`config.mk`:
```
export PLATFORM = sky130hd
export DESIGN_NAME = tri_gen_top
export DESIGN_NICKNAME = d
export VERILOG_FILES = /design/src/hw/tri_pkg.sv /design/src/hw/tri_gen_top.sv /design/src/hw/tri_phase_accum.sv /design/src/hw/tri_shaper.sv /design/src/hw/tri_step_table.sv /design/src/hw/tri_trigger.sv
export SDC_FILE = /design/constraint.sdc
export NUM_CORES = 1
export LEC_CHECK = 0
export BUFFER_PORTS_ARGS = -buffer_cell sky130_fd_sc_hd__buf_4
export CAP_MARGIN = 10
export CORE_MARGIN = 1.5
export CORE_UTILIZATION = 55
export CTS_CLUSTER_DIAMETER = 40
export DETAILED_ROUTE_END_ITERATION = 10
export PLACE_DENSITY_LB_ADDON = 0.05
export SLEW_MARGIN = 20
export SYNTH_ARGS = -nofsm -noshare
export SYNTH_HDL_FRONTEND = slang
export SYNTH_SLANG_ARGS = --single-unit
```
`constraint.sdc`:
```
create_clock -name dac_clk -period 3.5 [get_ports dac_clk]
set_input_delay 0 -clock dac_clk [delete_from_list [all_inputs] [get_ports dac_clk]]
set_output_delay 0 -clock dac_clk [all_outputs]
set_load 0.02 [all_outputs]
```
`src/hw/tri_pkg.sv`:
```
// triangle generator package
// sizes, the phase word union and the batch, sample and trigger types
package tri_pkg;

  // number of independent waveform channels
  localparam int channels = 2;
  // dac samples per channel delivered each clock
  localparam int parallel_samples = 4;
  // phase accumulator resolution
  localparam int phase_bits = 24;
  // width of one dac sample
  localparam int sample_width = 16;

  // raw unsigned phase, used for accumulation and step multiples
  typedef logic [phase_bits-1:0] phase_word_t;

  // phase split for shaping and triggering
  // half = 0 is the rising half of the wave
  typedef struct packed {
    logic                  half;
    logic                  quarter;
    logic [phase_bits-3:0] frac;
  } phase_fields_t;

  // one phase word, read either as a number or as fields
  typedef union packed {
    phase_word_t   raw;
    phase_fields_t fields;
  } phase_word_u;

  // sample phases of one batch, per channel and sample
  typedef phase_word_u [channels-1:0][parallel_samples-1:0] batch_phase_t;

  // increment times 1..parallel_samples for each channel
  typedef phase_word_t [channels-1:0][parallel_samples-1:0] step_table_t;

  // per channel word, sample 0 sits in the low bits
  typedef logic [channels-1:0][parallel_samples*sample_width-1:0] dac_batch_t;

  // one trigger bit per channel
  typedef logic [channels-1:0] trigger_t;

endpackage

```
`src/hw/tri_gen_top.sv`:
```
// triangle generator top level
// step table, phase accumulator, shaper and trigger behind plain ports
`timescale 1ns/1ps
module tri_gen_top (
  input  logic                                             dac_clk,
  input  logic                                             dac_reset,
  input  logic [tri_pkg::channels*tri_pkg::phase_bits-1:0] phase_inc,
  input  logic                                             phase_inc_load,
  output tri_pkg::dac_batch_t                              dac_data,
  output logic                                             dac_valid,
  output tri_pkg::trigger_t                                dac_trigger
);

  tri_pkg::step_table_t  steps;
  tri_pkg::batch_phase_t sample_phase;
  logic                  valid;

  // matches the two stage shaper latency
  logic [1:0] valid_pipe;

  tri_step_table u_step_table (
    .dac_clk        (dac_clk),
    .dac_reset      (dac_reset),
    .phase_inc      (phase_inc),
    .phase_inc_load (phase_inc_load),
    .steps          (steps)
  );

  tri_phase_accum u_phase_accum (
    .dac_clk      (dac_clk),
    .dac_reset    (dac_reset),
    .steps        (steps),
    .sample_phase (sample_phase),
    .valid        (valid)
  );

  tri_shaper u_shaper (
    .dac_clk      (dac_clk),
    .dac_reset    (dac_reset),
    .sample_phase (sample_phase),
    .dac_data     (dac_data)
  );

  tri_trigger u_trigger (
    .dac_clk      (dac_clk),
    .dac_reset    (dac_reset),
    .sample_phase (sample_phase),
    .dac_trigger  (dac_trigger)
  );

  always_ff @(posedge dac_clk) begin
    if (dac_reset) begin
      valid_pipe <= '0;
    end else begin
      valid_pipe <= {valid_pipe[0], valid};
    end
  end

  assign dac_valid = valid_pipe[1];

endmodule

```
`src/hw/tri_phase_accum.sv`:
```
// triangle phase accumulator
// advances one cycle phase per channel and fans it out into a batch of sample phases
`timescale 1ns/1ps
module tri_phase_accum (
  input  logic                  dac_clk,
  input  logic                  dac_reset,
  input  tri_pkg::step_table_t  steps,
  output tri_pkg::batch_phase_t sample_phase,
  output logic                  valid
);

  // phase of sample 0 of the next batch, per channel
  tri_pkg::phase_word_t [tri_pkg::channels-1:0] cycle_phase;

  // fills with ones after reset, two edges to reach the top
  logic [1:0] valid_sr;

  always_ff @(posedge dac_clk) begin
    if (dac_reset) begin
      cycle_phase  <= '0;
      sample_phase <= '0;
    end else begin
      for (int ch = 0; ch < tri_pkg::channels; ch++) begin
        // a whole batch worth of phase each clock
        cycle_phase[ch] <= cycle_phase[ch] + steps[ch][tri_pkg::parallel_samples-1];
        // first sample is the cycle phase itself
        sample_phase[ch][0].raw <= cycle_phase[ch];
        // the others are offset by 1..n-1 increments
        for (int s = 1; s < tri_pkg::parallel_samples; s++) begin
          sample_phase[ch][s].raw <= cycle_phase[ch] + steps[ch][s-1];
        end
      end
    end
  end

  always_ff @(posedge dac_clk) begin
    if (dac_reset) begin
      valid_sr <= '0;
    end else begin
      valid_sr <= {valid_sr[0], 1'b1};
    end
  end

  assign valid = valid_sr[1];

  // batches run continuously, so valid never drops outside reset
  a_valid_sticky : assert property (
    @(posedge dac_clk) disable iff (dac_reset) valid |=> valid
  ) else $error("valid dropped without reset");

endmodule

```
`src/hw/tri_shaper.sv`:
```
// triangle shaper
// folds every sample phase into a triangle value and truncates it to the dac width
`timescale 1ns/1ps
module tri_shaper (
  input  logic                  dac_clk,
  input  logic                  dac_reset,
  input  tri_pkg::batch_phase_t sample_phase,
  output tri_pkg::dac_batch_t   dac_data
);

  // full precision triangle, first pipeline stage
  tri_pkg::phase_word_t [tri_pkg::channels-1:0][tri_pkg::parallel_samples-1:0] tri_full;

  // twice the low phase bits, i.e. the slope term
  tri_pkg::phase_word_t [tri_pkg::channels-1:0][tri_pkg::parallel_samples-1:0] slope;

  always_comb begin
    for (int ch = 0; ch < tri_pkg::channels; ch++) begin
      for (int s = 0; s < tri_pkg::parallel_samples; s++) begin
        // quarter and frac together are the low phase_bits-1 bits
        slope[ch][s] = {sample_phase[ch][s].fields.quarter,
                        sample_phase[ch][s].fields.frac, 1'b0};
      end
    end
  end

  always_ff @(posedge dac_clk) begin
    if (dac_reset) begin
      tri_full <= '0;
    end else begin
      for (int ch = 0; ch < tri_pkg::channels; ch++) begin
        for (int s = 0; s < tri_pkg::parallel_samples; s++) begin
          if (!sample_phase[ch][s].fields.half) begin
            // rising half, count up from the midpoint
            tri_full[ch][s] <= {1'b1, {(tri_pkg::phase_bits-1){1'b0}}} + slope[ch][s];
          end else begin
            // falling half, count down from just below the midpoint
            tri_full[ch][s] <= {1'b0, {(tri_pkg::phase_bits-1){1'b1}}} - slope[ch][s];
          end
        end
      end
    end
  end

  always_ff @(posedge dac_clk) begin
    if (dac_reset) begin
      dac_data <= '0;
    end else begin
      for (int ch = 0; ch < tri_pkg::channels; ch++) begin
        for (int s = 0; s < tri_pkg::parallel_samples; s++) begin
          // keep the msbs, sample s lands in lane s
          dac_data[ch][s*tri_pkg::sample_width +: tri_pkg::sample_width] <=
            tri_full[ch][s][tri_pkg::phase_bits-1 -: tri_pkg::sample_width];
        end
      end
    end
  end

endmodule

```
`src/hw/tri_step_table.sv`:
```
// triangle step table
// holds the per-sample phase step multiples of every channel
`timescale 1ns/1ps
module tri_step_table (
  input  logic                                         dac_clk,
  input  logic                                         dac_reset,
  input  logic [tri_pkg::channels*tri_pkg::phase_bits-1:0] phase_inc,
  input  logic                                         phase_inc_load,
  output tri_pkg::step_table_t                         steps
);

  // increment of each channel sliced out of the packed input
  tri_pkg::phase_word_t inc_word [tri_pkg::channels];

  always_comb begin
    for (int ch = 0; ch < tri_pkg::channels; ch++) begin
      // channel 0 in the low bits
      inc_word[ch] = phase_inc[ch*tri_pkg::phase_bits +: tri_pkg::phase_bits];
    end
  end

  always_ff @(posedge dac_clk) begin
    if (dac_reset) begin
      steps <= '0;
    end else if (phase_inc_load) begin
      for (int ch = 0; ch < tri_pkg::channels; ch++) begin
        for (int s = 0; s < tri_pkg::parallel_samples; s++) begin
          // entry s holds inc * (s+1), wraps modulo the phase range
          // last entry doubles as the per-clock advance
          steps[ch][s] <= inc_word[ch] * tri_pkg::phase_word_t'(s + 1);
        end
      end
    end
    // no load: keep the old steps so the phase runs on undisturbed
  end

endmodule

```
`src/hw/tri_trigger.sv`:
```
// triangle trigger
// pulses when a channel passes upward through its midpoint in step with the data
`timescale 1ns/1ps
module tri_trigger (
  input  logic                  dac_clk,
  input  logic                  dac_reset,
  input  tri_pkg::batch_phase_t sample_phase,
  output tri_pkg::trigger_t     dac_trigger
);

  // half and quarter bits gathered per channel
  logic [tri_pkg::channels-1:0][tri_pkg::parallel_samples-1:0] half_bits;
  logic [tri_pkg::channels-1:0][tri_pkg::parallel_samples-1:0] quarter_bits;

  // first stage conditions
  tri_pkg::trigger_t rising_half;
  tri_pkg::trigger_t cross_in_batch;
  tri_pkg::trigger_t cross_between;
  // previous batch had every quarter bit low
  tri_pkg::trigger_t quarter_low_d;

  always_comb begin
    for (int ch = 0; ch < tri_pkg::channels; ch++) begin
      for (int s = 0; s < tri_pkg::parallel_samples; s++) begin
        half_bits[ch][s]    = sample_phase[ch][s].fields.half;
        quarter_bits[ch][s] = sample_phase[ch][s].fields.quarter;
      end
    end
  end

  always_ff @(posedge dac_clk) begin
    if (dac_reset) begin
      rising_half    <= '0;
      cross_in_batch <= '0;
      cross_between  <= '0;
      quarter_low_d  <= '0;
    end else begin
      for (int ch = 0; ch < tri_pkg::channels; ch++) begin
        // whole batch sits in the rising half
        rising_half[ch]    <= ~(|half_bits[ch]);
        // some samples before the midpoint, some after
        cross_in_batch[ch] <= (|quarter_bits[ch]) & ~(&quarter_bits[ch]);
        // midpoint fell exactly on the batch boundary
        cross_between[ch]  <= (&quarter_bits[ch]) & quarter_low_d[ch];
        quarter_low_d[ch]  <= ~(|quarter_bits[ch]);
      end
    end
  end

  // second stage lines up with dac_data
  always_ff @(posedge dac_clk) begin
    if (dac_reset) begin
      dac_trigger <= '0;
    end else begin
      dac_trigger <= rising_half & (cross_in_batch | cross_between);
    end
  end

  // first output after reset release comes from the cleared first stage
  a_trig_reset : assert property (
    @(posedge dac_clk) $fell(dac_reset) |=> (dac_trigger == '0)
  ) else $error("trigger set in the cycle after reset");

endmodule

```
==> impl_results.md <==
- Initial antenna violation count: 0
- Min-delay src: phase_inc[47]
- Crit start category: flip-flop
- Post-Syn Area: between 20000 and 25000 µm²
- Complex-gate fraction of the synthesized area: about 12%
- M1 GR Usage: between 30% and 40%
- Synth unique cells: 70
- Hold Path Depth: 4
- Initial DRC Count: 1154
- Total CTS buffers: 78
- Critical R2R Capture: u_phase_accum.sample_phase[95]$_SDFF_PP0_
- Most frequent cells in the layout: 541 x dfxtp_1, 393 x nor2_1, 207 x xnor2_1
- Post-route non-filler standard cell count: around 3500
- Die Height: roughly 210 µm
- Vias in the first global route: between 15000 and 20000
- CTS max path bufs: 3
- Crit Path Class: reg -> reg
- CTS tree: yes
- Post-Synth Simple-Gate Area: roughly 18%
- # IOs: 182
- CP Max Fanout: 5
- Unrepaired setup endpoints after global routing: false
- FMAX: approximately 340 MHz
- RePlAce Congestion: roughly 0.90
- Hold Fails Final Rpt: 0
- Synth-to-layout area growth: 22.4%
- Die Area: roughly 46000 µm²
- Commonest non-fill, non-tap cell in the layout: dfxtp_1
- Cell Int Power: around 13 mW
- Fin nets: 3099
- Initial Util: about 56%
- PD cells: between 600 and 700 nW/µm²
- Cells on worst reg2reg path: 9
- Wire per inst: ~17 µm
- Hold Crit Class: in -> reg
- EDFF count, synth: 0
- DP Cell Count: roughly 3300
- Measured slew at the worst slew-check pin: 1.16 ns
- First drt pass iteration count: 5
- Design Area, Final: roughly 30000 µm²
- Area after DPL: about 26000 µm²
- Clock latency on the worst-skew pair: between 0.6 and 0.7 ns
- Busiest metal layer after global routing: met2
- CTS root buf: clkbuf_16
- P_leak: 13.5 nW
- Htree depth: 3
- Post-synth net total: around 2800
- GR Layer Usage met3: ~5.3%
- R2r setup slk: a little over 0.5 ns
- Syn avg cell area: between 9 and 10 µm²
- Sequential-to-total area share from yosys stat: 44.3%
- Post-Syn Instances: ~2600
- Number of port buffers: around 180
- Final Hold Slack: 0.206 ns
- YS warnings: 0
- Part of the power in registers: around two fifths
- Proportion of synthesized area in mux cells: 3.07%
- Largest net degree at the start of global routing: between 150 and 200
- Setup Fix Bufs, Post-CTS: 0
- First-pass GRT wire length: 94.1 mm
- Total number of vias: approximately 19000
- Status: complete, no violations
- Setup crit end kind: flip-flop
- Overall Global Routing Usage: 25.3%
- #FFs+latches synth: approximately 540
- Tmin final: just under 3 ns
- Max Cap Viol: 0
- Post-synthesis xor/xnor area fraction: under 10%
- Req. time, crit path: about 4.0 ns
- Met2 Resource Use GR: between 30% and 40%
- WP data arrival: around 3.5 ns
- Layout cells sized above 1: 12.5%
- Psw: 5.12 mW
- Asr flop ratio synth: 0%
- Predominant post-synthesis flop cell: dfxtp_1
- Grt ovf: 0
- Final wirelength: a little under 60 mm
- Final Max Tran Viols: 0
- Largest family of logic cells by synthesized area: simple AND/OR/NAND/NOR gates
- Die Wd: around 210 µm
- Setup TNS: 0 ns
- Vias per cell: around 5.4
- Reg clk slew, reported paths: about 0.060 ns
- DRC Markers: 0
- Clk sinks: around 540
- Peak VDD IR: 541 µV
- DPL Wire Length: approximately 42 mm
- Tcrit/Tclk final: a little under nine tenths
- Post-route worst setup slack: 0.519 ns
- Core ar.: approximately 44000 µm²
- Rows: 77
- WHS Endpoint: u_step_table.steps[119]$_SDFFE_PP0P_
- Clock power share: between 40% and 50%
- ANT nets after route: 0
- Final setup violation count: 0
- Clock skew: 0.0233 ns
- Max transition margin: between 20% and 30%
- Net Sw Frac: 27.8%
- Dpl ws: around 0.55 ns
- Adder-Cell Fraction of Synth Area: between 10% and 20%
- RR Startpoint: u_phase_accum.cycle_phase[8]$_SDFF_PP0_
- Combinational group share of total power: between 15 and 20%
-- how the worst max path moves through the flow --
stage	start	endpoint	slack (ns)	cells after the start
after floorplan	u_step_table.steps[7]$_SDFFE_PP0P_	u_phase_accum.cycle_phase[22]$_SDFF_PP0_	0.96	9
after global placement	u_phase_accum.cycle_phase[26]$_SDFF_PP0_	u_phase_accum.cycle_phase[46]$_SDFF_PP0_	0.63	11
after detailed placement	u_phase_accum.cycle_phase[33]$_SDFF_PP0_	u_phase_accum.cycle_phase[46]$_SDFF_PP0_	0.55	9
after CTS	u_phase_accum.cycle_phase[33]$_SDFF_PP0_	u_phase_accum.cycle_phase[46]$_SDFF_PP0_	0.53	9
after global routing	u_phase_accum.cycle_phase[2]$_SDFF_PP0_	u_phase_accum.cycle_phase[22]$_SDFF_PP0_	0.24	11
final	u_phase_accum.cycle_phase[8]$_SDFF_PP0_	u_phase_accum.sample_phase[95]$_SDFF_PP0_	0.52	9
-- sequential cells by signal (all words and copies together) (netlist names), 44 cells and up --
signal	flops
u_shaper.tri_full	128
u_phase_accum.sample_phase	136
u_phase_accum.cycle_phase	44
u_step_table.steps	92
u_shaper.dac_data	128
-- metal layers --
layer	vias to the layer above	wire length, µm
met5	-	0
met4	0	1370
met3	99	3600
met2	490	24300
met1	8687	28900
li1	9447	-
-- synth_stat cells (all sizes together), types with 11 or more instances --
cell      n  area share (%)
a211oi   21            0.68
a21boi   11            0.34
a21o     84             2.6
a21oi   125             2.6
a31oi    15            0.38
and2     13            0.33
and3     27            0.69
buf      14            0.21
clkbuf   85             1.3
dfxtp   542              44
ha      204              10
inv      43            0.66
mux2i    65             2.7
nand2    74             1.1
nand2b   22            0.56
nand3    53             1.1
nand4    25            0.64
nor2    393             6.0
nor2b   186             4.7
nor3     46            0.94
o21a     25            0.77
o21ai    72             1.5
o21bai   12            0.37
o31ai    20            0.63
or3      17            0.43
xnor2   207             7.4
xor2     63             2.3
-- power groups by stage --
stage / combinational, mW / sequential, mW / clock (mW)
2_1_floorplan: 2.09 / 7.28 / 0
3_3_place_gp: 2.81 / 7.39 / 0
3_5_place_dp: 2.84 / 7.40 / 0
4_1_cts: 2.95 / 7.28 / 8.36
5_1_grt: 3.29 / 7.34 / 8.63
6_report: 2.96 / 7.28 / 8.21
-- cells by family (layout without fill, tap and decap cells) --
| kind of cell | count (synthesis) | count (layout) |
|---|---|---|
| fa+ha+maj | 208 | 208 |
| other cells | 0 | 1 |
| flops | 542 | 542 |
| compound gates | 459 | 459 |
| buf+inv | 144 | 464 |
| simple gates | 888 | 888 |
| xor+xnor | 270 | 270 |
| mux | 74 | 74 |
-- worst max-delay path: stages, from the launching register on --
cell     delay (ns)
dfxtp_1        0.36
ha_1           0.39
nand4_1        0.12
and3_1         0.22
a21oi_2        0.34
nor3_1         0.15
o31ai_1        0.51
a21oi_1        0.20
o21ai_0        0.24
mux2_2         0.35
-- per-stage QoR --
stage | total power, mW | util, %
2_1_floorplan | 9.37 | -
3_3_place_gp | 10.2 | 59.7
3_5_place_dp | 10.2 | 59.7
4_1_cts | 18.6 | 68.0
5_1_grt | 19.3 | 68.0
6_report | 18.4 | 68.0
-- layout make-up --
cell class | instances | area (µm²)
multi-input cells | 1899 | 13100
clock inverters | 52 | 711
diodes | 1 | 2.50
clock buffers | 93 | 2110
fillers | 3564 | 14100
repair buffers | 274 | 2300
well taps | 592 | 741
inverters | 45 | 169
flip-flops and latches | 542 | 10900
-- repair_timing --
item                      in CTS  in global routing
hold endpoints to repair     122                  0
resized for setup              0                  0
hold buffers                  81                  0
Power figures use the tool's default switching activity.
